==> src/source/cart_pkg.sv <==
// Shared widths, header address constants and enum types for the cartridge loader
package cart_pkg;

	// ================================================
	// Bus and record widths
	// ================================================

	// Byte address of the download stream
	localparam int addr_w = 25;

	// ROM and save-RAM address masks
	localparam int mask_w = 24;

	// Storage sector number
	localparam int lba_w = 32;

	// Strobe bit, flags, address, compare, replace
	localparam int code_w = 129;

	// ================================================
	// Image header layout
	// ================================================

	// Copier header in front of the image
	localparam logic [addr_w-1:0] header_skip = addr_w'(512);

	// Size byte of the internal header, RAM-size byte sits two bytes later
	localparam logic [addr_w-1:0] lorom_info_addr   = addr_w'(32'h0000_7FD6);
	localparam logic [addr_w-1:0] hirom_info_addr   = addr_w'(32'h0000_FFD6);
	localparam logic [addr_w-1:0] exhirom_info_addr = addr_w'(32'h0040_FFD6);

	// ================================================
	// Enumerations
	// ================================================

	// Menu choice for the ROM header
	typedef enum logic [2:0] {
		header_auto,
		header_none,
		header_lorom,
		header_hirom,
		header_exhirom
	} header_mode_t;

	// Video region override
	typedef enum logic [1:0] {
		region_auto,
		region_ntsc,
		region_pal
	} region_sel_t;

	// Backup-RAM sector sequencer
	typedef enum logic [1:0] {
		bk_idle,
		bk_request,
		bk_wait_done
	} bk_state_t;

endpackage

==> src/source/backup_sequencer.sv <==
// Backup-RAM sequencer: save tracking, load and save triggers, sector walk to the storage host
`timescale 1ns/1ns

module backup_sequencer #(
	parameter int SECTOR_SHIFT = 9
) (
	input  logic                        clk_sys,
	input  logic                        reset,
	input  logic                        cart_download,
	input  logic [cart_pkg::mask_w-1:0] ram_mask,
	input  logic                        osd_open,
	input  logic                        bk_load,
	input  logic                        bk_save,
	input  logic                        autosave,
	input  logic                        img_mounted,
	input  logic                        img_readonly,
	input  logic                        img_size_nonzero,
	input  logic                        bsram_write,
	input  logic                        sd_ack,
	output logic [cart_pkg::lba_w-1:0]  sd_lba,
	output logic                        sd_rd,
	output logic                        sd_wr,
	output logic                        busy,
	output logic                        loading,
	output logic                        save_pending,
	output logic                        backup_enable
);

	localparam int lw = cart_pkg::lba_w;
	localparam int mw = cart_pkg::mask_w;

	cart_pkg::bk_state_t state;

	logic          dl_q;
	logic          load_q;
	logic          save_q;
	logic          ack_q;
	logic          save_req;
	logic          idle;
	logic          dl_end;
	logic          ack_rise;
	logic          ack_fall;
	logic          start_load;
	logic          start_save;
	logic [lw-1:0] last_sector;

	// ================================================
	// Edge detection
	// ================================================

	always_ff @(posedge clk_sys) begin
		if (!reset) begin
			dl_q   <= 1'b0;
			load_q <= 1'b0;
			save_q <= 1'b0;
			ack_q  <= 1'b0;
		end else begin
			dl_q   <= cart_download;
			load_q <= bk_load;
			save_q <= save_req;
			ack_q  <= sd_ack;
		end
	end

	// Autosave fires when the menu opens with unsaved data
	assign save_req = bk_save | (save_pending & osd_open & autosave);

	assign idle     = (state == cart_pkg::bk_idle);
	assign dl_end   = dl_q & ~cart_download;
	assign ack_rise = sd_ack & ~ack_q;
	assign ack_fall = ack_q & ~sd_ack;

	assign start_load = idle & backup_enable & ((bk_load & ~load_q) | (dl_end & img_size_nonzero));
	assign start_save = idle & backup_enable & save_req & ~save_q & ~start_load;

	assign last_sector = {{(lw - mw){1'b0}}, ram_mask >> SECTOR_SHIFT};

	// ================================================
	// Save-file status
	// ================================================

	always_ff @(posedge clk_sys) begin
		if (!reset) begin
			backup_enable <= 1'b0;
		end else begin
			if (cart_download && !dl_q) begin
				backup_enable <= 1'b0;
			end
			// Save image is mounted by the end of the download
			if (cart_download && img_mounted && !img_readonly) begin
				backup_enable <= |ram_mask;
			end
		end
	end

	always_ff @(posedge clk_sys) begin
		if (!reset) begin
			save_pending <= 1'b0;
		end else if (backup_enable && !osd_open && bsram_write) begin
			save_pending <= 1'b1;
		end else if (!idle) begin
			save_pending <= 1'b0;
		end
	end

	// ================================================
	// Sector walk
	// ================================================

	always_ff @(posedge clk_sys) begin
		if (!reset) begin
			state   <= cart_pkg::bk_idle;
			loading <= 1'b0;
			sd_lba  <= '0;
		end else begin
			case (state)
				cart_pkg::bk_idle: begin
					if (start_load || start_save) begin
						state   <= cart_pkg::bk_request;
						loading <= start_load;
						sd_lba  <= '0;
					end
				end
				cart_pkg::bk_request: begin
					// Host has taken the sector request
					if (ack_rise) begin
						state <= cart_pkg::bk_wait_done;
					end
				end
				cart_pkg::bk_wait_done: begin
					if (ack_fall) begin
						if (sd_lba >= last_sector) begin
							state   <= cart_pkg::bk_idle;
							loading <= 1'b0;
						end else begin
							sd_lba <= sd_lba + lw'(1);
							state  <= cart_pkg::bk_request;
						end
					end
				end
				default: state <= cart_pkg::bk_idle;
			endcase
		end
	end

	assign busy  = ~idle;
	assign sd_rd = (state == cart_pkg::bk_request) & loading;
	assign sd_wr = (state == cart_pkg::bk_request) & ~loading;

endmodule

==> src/source/cart_loader_top.sv <==
// Cartridge loader top level: download index decode, header detection, cheats and backup RAM
`timescale 1ns/1ns

module cart_loader_top #(
	parameter logic [7:0] CODE_INDEX   = 8'hFF,
	parameter int         SECTOR_SHIFT = 9
) (
	input  logic                        clk_sys,
	input  logic                        reset,
	input  logic                        ioctl_download,
	input  logic [7:0]                  ioctl_index,
	input  logic [cart_pkg::addr_w-1:0] ioctl_addr,
	input  logic                        ioctl_wr,
	input  logic [15:0]                 ioctl_data,
	input  cart_pkg::header_mode_t      header_mode,
	input  cart_pkg::region_sel_t       region_sel,
	input  logic                        osd_open,
	input  logic                        bk_load,
	input  logic                        bk_save,
	input  logic                        autosave,
	input  logic                        img_mounted,
	input  logic                        img_readonly,
	input  logic                        img_size_nonzero,
	input  logic                        bsram_write,
	input  logic                        sd_ack,
	output logic [7:0]                  rom_type,
	output logic [cart_pkg::mask_w-1:0] rom_mask,
	output logic [cart_pkg::mask_w-1:0] ram_mask,
	output logic                        pal,
	output logic [cart_pkg::code_w-1:0] cheat_code,
	output logic                        code_strobe,
	output logic                        cheat_clear,
	output logic [cart_pkg::lba_w-1:0]  sd_lba,
	output logic                        sd_rd,
	output logic                        sd_wr,
	output logic                        busy,
	output logic                        loading,
	output logic                        save_pending,
	output logic                        backup_enable
);

	logic code_index;
	logic cart_download;
	logic code_download;

	// ================================================
	// Download routing
	// ================================================

	// Cheat files use a dedicated index, everything else is a cartridge
	assign code_index    = (ioctl_index == CODE_INDEX);
	assign cart_download = ioctl_download & ~code_index;
	assign code_download = ioctl_download & code_index;

	rom_header_detect i_header (
		.clk_sys       (clk_sys),
		.reset         (reset),
		.cart_download (cart_download),
		.ioctl_addr    (ioctl_addr),
		.ioctl_wr      (ioctl_wr),
		.ioctl_data    (ioctl_data),
		.header_mode   (header_mode),
		.region_sel    (region_sel),
		.rom_type      (rom_type),
		.rom_mask      (rom_mask),
		.ram_mask      (ram_mask),
		.pal           (pal)
	);

	cheat_code_loader i_cheat (
		.clk_sys       (clk_sys),
		.reset         (reset),
		.cart_download (cart_download),
		.code_download (code_download),
		.ioctl_addr    (ioctl_addr),
		.ioctl_wr      (ioctl_wr),
		.ioctl_data    (ioctl_data),
		.cheat_code    (cheat_code),
		.code_strobe   (code_strobe),
		.cheat_clear   (cheat_clear)
	);

	// Save RAM size comes from the detected header
	backup_sequencer #(
		.SECTOR_SHIFT (SECTOR_SHIFT)
	) i_backup (
		.clk_sys          (clk_sys),
		.reset            (reset),
		.cart_download    (cart_download),
		.ram_mask         (ram_mask),
		.osd_open         (osd_open),
		.bk_load          (bk_load),
		.bk_save          (bk_save),
		.autosave         (autosave),
		.img_mounted      (img_mounted),
		.img_readonly     (img_readonly),
		.img_size_nonzero (img_size_nonzero),
		.bsram_write      (bsram_write),
		.sd_ack           (sd_ack),
		.sd_lba           (sd_lba),
		.sd_rd            (sd_rd),
		.sd_wr            (sd_wr),
		.busy             (busy),
		.loading          (loading),
		.save_pending     (save_pending),
		.backup_enable    (backup_enable)
	);

endmodule

==> src/source/cheat_code_loader.sv <==
// Cheat-code loader: word assembly into code records, record strobe and cheat clear
`timescale 1ns/1ns

module cheat_code_loader (
	input  logic                        clk_sys,
	input  logic                        reset,
	input  logic                        cart_download,
	input  logic                        code_download,
	input  logic [cart_pkg::addr_w-1:0] ioctl_addr,
	input  logic                        ioctl_wr,
	input  logic [15:0]                 ioctl_data,
	output logic [cart_pkg::code_w-1:0] cheat_code,
	output logic                        code_strobe,
	output logic                        cheat_clear
);

	localparam int cw = cart_pkg::code_w;

	// Flags 127:96, address 95:64, compare 63:32, replace 31:0
	logic [cw-2:0] code_q;
	logic          strobe_q;
	logic          clear_q;
	logic          code_wr;

	assign code_wr = code_download & ioctl_wr;

	// Record fields, low word first
	always_ff @(posedge clk_sys) begin
		if (code_wr) begin
			case (ioctl_addr[3:0])
				4'd0:  code_q[111:96]  <= ioctl_data;
				4'd2:  code_q[127:112] <= ioctl_data;
				4'd4:  code_q[79:64]   <= ioctl_data;
				4'd6:  code_q[95:80]   <= ioctl_data;
				4'd8:  code_q[47:32]   <= ioctl_data;
				4'd10: code_q[63:48]   <= ioctl_data;
				4'd12: code_q[15:0]    <= ioctl_data;
				4'd14: code_q[31:16]   <= ioctl_data;
				default: ;
			endcase
		end
	end

	// Last word of a record releases it
	always_ff @(posedge clk_sys) begin
		if (!reset) begin
			strobe_q <= 1'b0;
			clear_q  <= 1'b0;
		end else begin
			strobe_q <= code_wr && ioctl_addr[3:0] == 4'd14;
			clear_q  <= code_wr && ioctl_addr == '0;
		end
	end

	assign cheat_code  = {strobe_q, code_q};
	assign code_strobe = strobe_q;

	// A new cheat file or a new cartridge drops the old codes
	assign cheat_clear = clear_q | cart_download;

endmodule

==> src/source/rom_header_detect.sv <==
// ROM header detection: mapping type, ROM and RAM sizes, memory masks and video region
`timescale 1ns/1ns

module rom_header_detect (
	input  logic                        clk_sys,
	input  logic                        reset,
	input  logic                        cart_download,
	input  logic [cart_pkg::addr_w-1:0] ioctl_addr,
	input  logic                        ioctl_wr,
	input  logic [15:0]                 ioctl_data,
	input  cart_pkg::header_mode_t      header_mode,
	input  cart_pkg::region_sel_t       region_sel,
	output logic [7:0]                  rom_type,
	output logic [cart_pkg::mask_w-1:0] rom_mask,
	output logic [cart_pkg::mask_w-1:0] ram_mask,
	output logic                        pal
);

	localparam int aw = cart_pkg::addr_w;
	localparam int mw = cart_pkg::mask_w;

	logic [3:0]    rom_size;
	logic [3:0]    ram_size;
	logic          hdr_region;
	logic          wr_en;
	logic          forced;
	logic [aw-1:0] info_base;
	logic [aw-1:0] size_addr;
	logic [aw-1:0] ramsz_addr;

	assign wr_en = cart_download & ioctl_wr;

	// ================================================
	// Forced header location
	// ================================================

	always_comb begin
		forced    = 1'b1;
		info_base = cart_pkg::lorom_info_addr;
		case (header_mode)
			cart_pkg::header_lorom:   info_base = cart_pkg::lorom_info_addr;
			cart_pkg::header_hirom:   info_base = cart_pkg::hirom_info_addr;
			cart_pkg::header_exhirom: info_base = cart_pkg::exhirom_info_addr;
			default:                  forced    = 1'b0;
		endcase
	end

	// Offsets are given without the copier header
	assign size_addr  = info_base + cart_pkg::header_skip;
	assign ramsz_addr = size_addr + aw'(2);

	// ================================================
	// Header registers
	// ================================================

	always_ff @(posedge clk_sys) begin
		if (!reset) begin
			rom_type   <= 8'd0;
			rom_size   <= 4'd0;
			ram_size   <= 4'd0;
			hdr_region <= 1'b0;
		end else if (wr_en) begin
			if (ioctl_addr == '0) begin
				rom_size <= 4'hC;
				ram_size <= 4'h0;
				// Copier header packs both sizes into one byte
				if (header_mode == cart_pkg::header_auto && ioctl_data[7:0] != 8'h00) begin
					ram_size <= ioctl_data[7:4];
					rom_size <= ioctl_data[3:0];
				end
				case (header_mode)
					cart_pkg::header_none:    rom_type <= 8'd0;
					cart_pkg::header_lorom:   rom_type <= 8'd0;
					cart_pkg::header_hirom:   rom_type <= 8'd1;
					cart_pkg::header_exhirom: rom_type <= 8'd2;
					default:                  rom_type <= ioctl_data[15:8];
				endcase
			end

			if (ioctl_addr == aw'(2)) begin
				hdr_region <= ioctl_data[8];
			end

			// Internal header overrides the defaults set at address 0
			if (forced && ioctl_addr == size_addr) begin
				rom_size <= ioctl_data[11:8];
			end
			if (forced && ioctl_addr == ramsz_addr) begin
				ram_size <= ioctl_data[3:0];
			end
		end
	end

	// Sizes count in KiB powers of two
	assign rom_mask = (mw'(1024) << rom_size) - mw'(1);
	assign ram_mask = (ram_size == 4'd0) ? '0 : (mw'(1024) << ram_size) - mw'(1);

	// Region only follows the menu outside a download
	always_ff @(posedge clk_sys) begin
		if (!reset) begin
			pal <= 1'b0;
		end else if (!cart_download) begin
			case (region_sel)
				cart_pkg::region_ntsc: pal <= 1'b0;
				cart_pkg::region_pal:  pal <= 1'b1;
				default:               pal <= hdr_region;
			endcase
		end
	end

endmodule

==> config.mk <==
export PLATFORM = sky130hd
export DESIGN_NAME = cart_loader_top
export DESIGN_NICKNAME = d
export VERILOG_FILES = /design/src/source/cart_pkg.sv /design/src/source/backup_sequencer.sv /design/src/source/cart_loader_top.sv /design/src/source/cheat_code_loader.sv /design/src/source/rom_header_detect.sv
export SDC_FILE = /design/constraint.sdc
export NUM_CORES = 1
export LEC_CHECK = 0
export BUFFER_PORTS_ARGS = -buffer_cell sky130_fd_sc_hd__buf_4
export CORE_MARGIN = 2
export CORE_UTILIZATION = 50
export CTS_CLUSTER_DIAMETER = 80
export DETAILED_ROUTE_END_ITERATION = 10
export PLACE_DENSITY_LB_ADDON = 0.25
export SLEW_MARGIN = 20
export SYNTH_ARGS = -nofsm -noshare
export SYNTH_HDL_FRONTEND = slang
export SYNTH_HIERARCHICAL = 1
export SYNTH_SLANG_ARGS = --single-unit
==> constraint.sdc <==
create_clock -name clk_sys -period 3.94 [get_ports clk_sys]
set_input_delay 0.197 -clock clk_sys [delete_from_list [all_inputs] [get_ports clk_sys]]
set_output_delay 0.197 -clock clk_sys [all_outputs]
set_load 0.005 [all_outputs]
==> summary.md, run 1 <==
| Metric | Value |
|---|---|
| Htree depth | 4 |
| Routed WL | 21.2 mm |
| Slew @ Worst Pin | 1.12 ns |
| Max Root-Sink Buffers | 2 |
| Crit end category | flop |
| TritonCTS buffer count | 17 |
| Part of the Yosys area used for sequential elements | 63.5% |
| Leak Pwr | 4.37 nW |
| Dpl hpwl | 15.4 mm |
| Fmax | 0.283 GHz |
| DR pass1 iterations | 5 |
| Mapped cell area | 7980 um2 |
| Critical path, cell by cell | nor2_1 > nand2_1 > ha_1 > nor2b_1 > a32o_1 > inv_1 > ha_1 > nand4_1 > nor4_1 > a311oi_2 > a21oi_2 > buf_4 > or4b_1 > a21oi_1 |
| Gr usage total | 24.6% |
| Worst Path Max Fanout | 28 |
| CTS resizes | 0 |
| Total die area | 17000 um2 |
| CTS tree | yes |
| Initial antenna violation count | 0 |
| Number of global-route vias before repair | 5572 |
| DIE HEIGHT | 130 um |
| Placer Congestion | 0.862 |
| DR WL/cell | 18.4 um |
| Worst stage delay on the critical path | 0.51 ns |
| Slew HR | 25.5% |
| Ys Warns | 6 |
| Status | complete, no violations |
| Layout Nets | 1007 |
| Mapped Cells | 640 |
| Largest net degree at the start of global routing | 29 |
| Worst vdd ir | 281 uV |
| Logic pwr share | 4.1% |
| Ranking of synthesized cells by area | edfxtp_1, dfxtp_1, ha_1 |
| Ys flop type | edfxtp_1 |
| Area Overhead vs Synth | 36.6% |
| Pwr dens | 369 nW/um2 |
| CP required | 4.30 ns |
| IO Port Bufs | 282 |
| Slew Viols, Final | 0 |
| Global-route wire length before repair | 31.4 mm |
| Initial Util | 50.6% |
| Startpoint Class | flop |
| Post-synth EDFFs | 128 |
| Switching Fraction | 22.9% |
| Max_cap viols | 0 |
| Critical path type | flop to flop |
| Worst path arrival time | 3.90 ns |
| Final hold vios | 0 |
| Antenna Cells | 0 |
| Hold WS | 0.0261 ns |
| Drt initial violations | 529 |
| CP most frequent cell | ha_1 |
| HP Class | input port to flop |
| RSZ-0062 raised after global routing | false |
| Clock slew at reported path FFs | 0.07 ns |
| Multi-input gate area | 2620 um2 |
| Fraction of layout cells with a size suffix above 1 | 37.8% |
| Synth cell types | 73 |
| Reg area | 5060 um2 |
| Async S/R FF share, synth | 0% |
| # DRC | 0 |
| Sink Count | 189 |
| Antenna viol nets, final | 0 |
| Worst clock skew | 0.0144 ns |
| CP max-delay cell | or4b_1 |
| Clk Latency, worst-skew pair | 0.44 ns |
| Synth cell count leaders | edfxtp_1, dfxtp_1, nand2_1 |
| Final setup vio count | 0 |
| Register bit count reported by yosys | 189 |
| Core Region | 15800 um2 |
| # rows | 46 |
| Io pins | 293 |
| Synth area leader | edfxtp_1 |
| Total gr overflow | 0 |
| DR vias | 6167 |
| Root buffer cell | clkbuf_16 |
| Most frequent cell after synthesis | edfxtp_1 |
| Mean Syn Cell Area | 12.5 um2 |
| P_sw | 0.000923 W |
| Die width | 130 um |
| Fin crit period | 3.54 ns |
| Tcrit/Tclk final | 89.8% |
| Setup TNS | 0 ns |
| Vias/cell | 5.36 |
| Clk network pwr share | 43.4% |
| Flop pwr share | 52.5% |
| Share of the synthesized area in the top cell type | 48.2% |
| Fill count | 1194 |
| Pint | 0.00310 W |
kinds of logic (layout without fill, tap and decap cells):
| kind of cell | after synthesis | after routing | share of synthesized area (%) |
|---|---|---|---|
| AO/OA/AOI/OAI | 112 | 112 | 10.0 |
| flip-flops | 189 | 189 | 63.5 |
| multiplexers | 6 | 6 | 0.846 |
| other | 1 | 10 | 0.0470 |
| AND/OR/NAND/NOR | 240 | 240 | 17.8 |
| adder cells (fa/ha/maj) | 19 | 19 | 2.98 |
| XOR/XNOR | 2 | 2 | 0.220 |
| buffers and inverters | 71 | 356 | 4.62 |
routing by layer:
metal / global-route usage (%) / vias up / wire length, um
li1: - / 2951 / -
met1: 30.8 / 2889 / 8730
met2: 41.4 / 304 / 10300
met3: 7.54 / 23 / 1830
met4: 7.88 / 0 / 351
met5: 0 / - / 0
worst max-delay path: cells and delay by family (launching register included):
| kind | cells | cell delay (ns) |
|---|---|---|
| AOI/OAI and AO/OA | 4 | 0.86 |
| adders and majority gates | 2 | 0.55 |
| buffers and inverters | 2 | 0.28 |
| DFF | 1 | 0.47 |
| and+or+nand+nor | 6 | 1.32 |
through the flow:
step           instances  setup WS, ns  cell area [um2]  utilization [%]  total power [W]
6_report            1150         0.403            10900             69.2          0.00402
5_1_grt             1150         0.111            10900             69.2          0.00412
4_1_cts             1150         0.434            10900             69.1          0.00405
3_5_place_dp        1110         0.471            10200             64.7          0.00232
3_3_place_gp        1110         0.610            10200             64.7          0.00231
2_1_floorplan        649         0.689             8020                -          0.00222
cells in the final DEF, fill, tap and decap left out, drive strengths merged, types with 6 or more instances in the layout:
| cell | instances |
|---|---|
| a21oi | 34 |
| or3 | 8 |
| edfxtp | 128 |
| ha | 19 |
| nor3 | 22 |
| or4 | 7 |
| o21ai | 25 |
| nand3 | 14 |
| nor4 | 23 |
| a21o | 6 |
| nor2 | 33 |
| buf | 288 |
| and2 | 24 |
| o31a | 6 |
| dfxtp | 61 |
| nand2b | 15 |
| dlygate4sd3 | 8 |
| nand4 | 13 |
| o31ai | 6 |
| conb | 10 |
| inv | 37 |
| clkbuf | 17 |
| nor2b | 10 |
| nand2 | 43 |
flip-flops by register name (all words and copies together) (netlist names), 2 cells and up:
| signal | count |
|---|---|
| i_cheat/code_q | 128 |
| i_backup/sd_lba | 32 |
| i_header/rom_type | 8 |
| i_header/ram_size | 4 |
| i_header/rom_size | 4 |
| i_backup/state | 2 |
power by group through the flow:
stage / registers [W] / logic, W / clock network, W
after detailed placement: 0.00216 / 0.000155 / 0
after global routing: 0.00211 / 0.000179 / 0.00183
after floorplan: 0.00216 / 0.0000607 / 0
final: 0.00211 / 0.000163 / 0.00175
after global placement: 0.00216 / 0.000153 / 0
after CTS: 0.00211 / 0.000162 / 0.00177
timing repair:
item                      4_1_cts  5_1_grt
hold buffers                    8        0
setup buffers                   0        0
hold endpoints to repair       37        0
final cells by class:
class                           instances  area share (%)
Timing Repair Buffer                  296            20.6
Tap cell                              216            2.48
Clock buffer                           17            3.90
Clock inverter                         15            1.68
Inverter                               28           0.964
Multi-Input combinational cell        389            24.0
Sequential cell                       189            46.4
path summary, 6_finish.rpt:
check	cells past startpoint	from	slack [ns]	endpoint
setup / recovery	14	i_header/ram_size[3]	0.40	i_backup/sd_lba[8]
hold / removal	3	bsram_write	0.03	i_backup/save_pending
hold reg to reg	2	i_header/rom_type[5]	0.45	i_header/rom_type[5]
setup reg to reg	14	i_header/ram_size[3]	0.40	i_backup/sd_lba[8]
Power figures use the tool's default switching activity.
==> run 2: changes to the inputs <==
--- a/config.mk
+++ b/config.mk
@@ -10,6 +10,7 @@
 export CORE_UTILIZATION = 50
 export CTS_CLUSTER_DIAMETER = 80
 export DETAILED_ROUTE_END_ITERATION = 10
+export GPL_TIMING_DRIVEN = 0
 export PLACE_DENSITY_LB_ADDON = 0.25
 export SLEW_MARGIN = 20
 export SYNTH_ARGS = -nofsm -noshare
==> run 2 against run 1 <==
Effect of this change:
- die area unchanged
- total power is 1.7% higher
- first-iteration DRC count down 16%
- count of clock-buffer cells in the layout is the same
- design area up 2.8%
- non-clock buffer count grew 40
- via count is 4.2% higher
- critical path type unchanged
- largest power group unchanged
- highest routed layer unchanged
==> summary.md, run 2 (same netlist as run 1, synthesis figures left out) <==
| Metric | Value |
|---|---|
| Layout Nets | 1047 (+4.0%) |
| Initial antenna violation count | 0 (unchanged) |
| RSZ-0062 raised after global routing | false |
| Global-route wire length before repair | 32.4 mm (+3.3%) |
| Clk Latency, worst-skew pair | 0.43 ns (about the same) |
| Worst Path Max Fanout | 10 (-64%) |
| Root buffer cell | clkbuf_16 |
| Pwr Total | 0.00409 W (+1.7%) |
| Worst path arrival time | 4.08 ns (+0.18 ns) |
| Area Overhead vs Synth | 40.5% |
| CP required | 4.30 ns (about the same) |
| Most flop-heavy register | i_cheat/code_q |
| Setup slack after layout | 0.222 ns (-0.181 ns) |
| Antenna Cells | 0 (unchanged) |
| Worst r2r path cells | 15 (+1) |
| Total die area | 17000 um2 (unchanged) |
| Multi-input gate area | 2640 um2 (+0.77%) |
| Die width | 130 um (unchanged) |
| Gr usage total | 25.5% (+0.87 points) |
| Fraction of layout cells with a size suffix above 1 | 39.7% (+1.9 points) |
| Placer Congestion | 0.877 (+1.8%) |
| Number of global-route vias before repair | 5897 (+5.8%) |
| Fin crit period | 3.72 ns (+0.181 ns) |
| Total gr overflow | 0 (unchanged) |
| Antenna viol nets, final | 0 (unchanged) |
| Reg-to-Reg Start | i_header/ram_size[1] |
| Clock slew at reported path FFs | 0.07 ns (about the same) |
| Biggest regs | i_cheat/code_q x128, i_backup/sd_lba x32, i_header/rom_type x8 |
| Routed WL | 21.9 mm (+3.7%) |
| Max FFs per register | 128 (unchanged) |
| Hold Crit Start | sd_ack |
| Hold WS | 0.0171 ns (-0.00898 ns) |
| Worst clock skew | 0.00794 ns (-0.00645 ns) |
| Pwr dens | 365 nW/um2 (-1.1%) |
| Sink Count | 189 (unchanged) |
| HP Class | input port to flop |
| Leak Pwr | 4.55 nW (+4.0%) |
| Io pins | 293 (unchanged) |
| DR WL/cell | 18.4 um (+0.17%) |
| Design Area, Final | 11200 um2 (+2.8%) |
| DIE HEIGHT | 130 um (unchanged) |
| Area after DPL | 10500 um2 (+3.1%) |
| TritonCTS buffer count | 17 (unchanged) |
| Htree depth | 4 (unchanged) |
| Final hold vios | 0 (unchanged) |
| CP startpoint | i_header/ram_size[1] |
| Initial Util | 50.6% (unchanged) |
| Largest net degree at the start of global routing | 21 (-28%) |
| # rows | 46 (unchanged) |
| Finished Layout Cells | 1190 (+3.5%) |
| Slew @ Worst Pin | 0.736 ns (-0.380 ns) |
| Final setup vio count | 0 (unchanged) |
| Reg area | 5060 um2 (unchanged) |
| Slew HR | 49.6% (+24 points) |
| Fmax | 0.269 GHz (-4.9%) |
| Slew Viols, Final | 0 (unchanged) |
| Startpoint Class | flop |
| Commonest cells after routing, fill and taps aside | buf_4, edfxtp_1, dfxtp_1, nand2_1, a21oi_1 |
| Core Region | 15800 um2 (unchanged) |
| # DRC | 0 (unchanged) |
| CTS tree | yes |
| Status | complete, no violations |
| Most common cell after layout, fill and taps aside | buf_4 |
| DR vias | 6424 (+4.2%) |
| DR pass1 iterations | 7 (+2) |
| Worst setup path endpoint | i_backup/sd_lba[8] |
| R2R setup slack | 0.22 ns (-0.18 ns) |
| Tcrit/Tclk final | 94.4% (+4.6 points) |
| Critical path type | flop to flop |
| RR Endpoint | i_backup/sd_lba[8] |
| DP Worst Slack | -0.0501 ns (-0.521 ns) |
| Crit end category | flop |
| Max_cap viols | 0 (unchanged) |
| Dpl hpwl | 16.3 mm (+6.0%) |
| IO Port Bufs | 280 (-0.71%) |
| Worst vdd ir | 277 uV (-1.7%) |
| Cells after DPL | 1155 (+4.1%) |
| Max Root-Sink Buffers | 2 (unchanged) |
| Fill count | 1173 (-1.8%) |
| Vias/cell | 5.40 (+0.67%) |
| Drt initial violations | 442 (-16%) |
run 2: layer usage:
metal / share of wire [%] / GRT usage, %
met1: 40 / 31.3
met2: 49 / 43.4
met3: 8.7 / 7.26
met4: 2.2 / 9.07
met5: 0 / 0
run 2: worst min-delay path by stage:
stage          cells past startpoint                   to
6_report                           3       i_backup/ack_q
5_1_grt                            1  i_cheat/code_q[125]
4_1_cts                            1  i_cheat/code_q[125]
3_5_place_dp                       2      i_backup/load_q
3_3_place_gp                       2      i_backup/load_q
2_1_floorplan                      0    i_cheat/code_q[0]
run 2: critical path, stage by stage (launching register included):
cell and delay, ns:
dfxtp_1 0.30, clkbuf_1 0.24, nor2_4 0.25, nand3b_1 0.10
ha_1 0.25, nor2b_1 0.20, a32o_1 0.29, inv_1 0.07
ha_1 0.32, nand4_1 0.16, nor4_2 0.08, a311oi_2 0.41
a21oi_4 0.14, buf_4 0.18, or4b_1 0.50, a21oi_1 0.14
run 2: through the flow:
stage	util, %	setup TNS (ns)
2_1_floorplan	-	0
3_3_place_gp	65.9	-0.166
3_5_place_dp	66.7	-0.0501
4_1_cts	71.0	0
5_1_grt	71.1	0
6_report	71.1	0
run 2: repair_timing:
action / CTS / global route
setup buffers: 0 / 1
endpoints found under the hold margin: 2 / 0
resized for setup: 2 / 4
hold buffers: 2 / 0
endpoints found under the setup margin: 10 / 17
pin swaps: 0 / 1
run 2: final cells by class:
class	count	share of cell area, %
Clock inverter	15	1.90
Clock buffer	17	3.79
Inverter	28	0.937
Sequential cell	189	45.2
Multi-Input combinational cell	389	23.5
Tap cell	216	2.41
Timing Repair Buffer	293	20.0
Buffer	43	2.35
run 2: report_power, final:
group / internal (W) / total, W / leakage [nW] / switching, W
registers: 0.00211 / 0.00211 / 1.64 / 0.00000105
clock network: 0.000983 / 0.00181 / 0.311 / 0.000826
logic: 0.0000739 / 0.000168 / 2.60 / 0.0000946
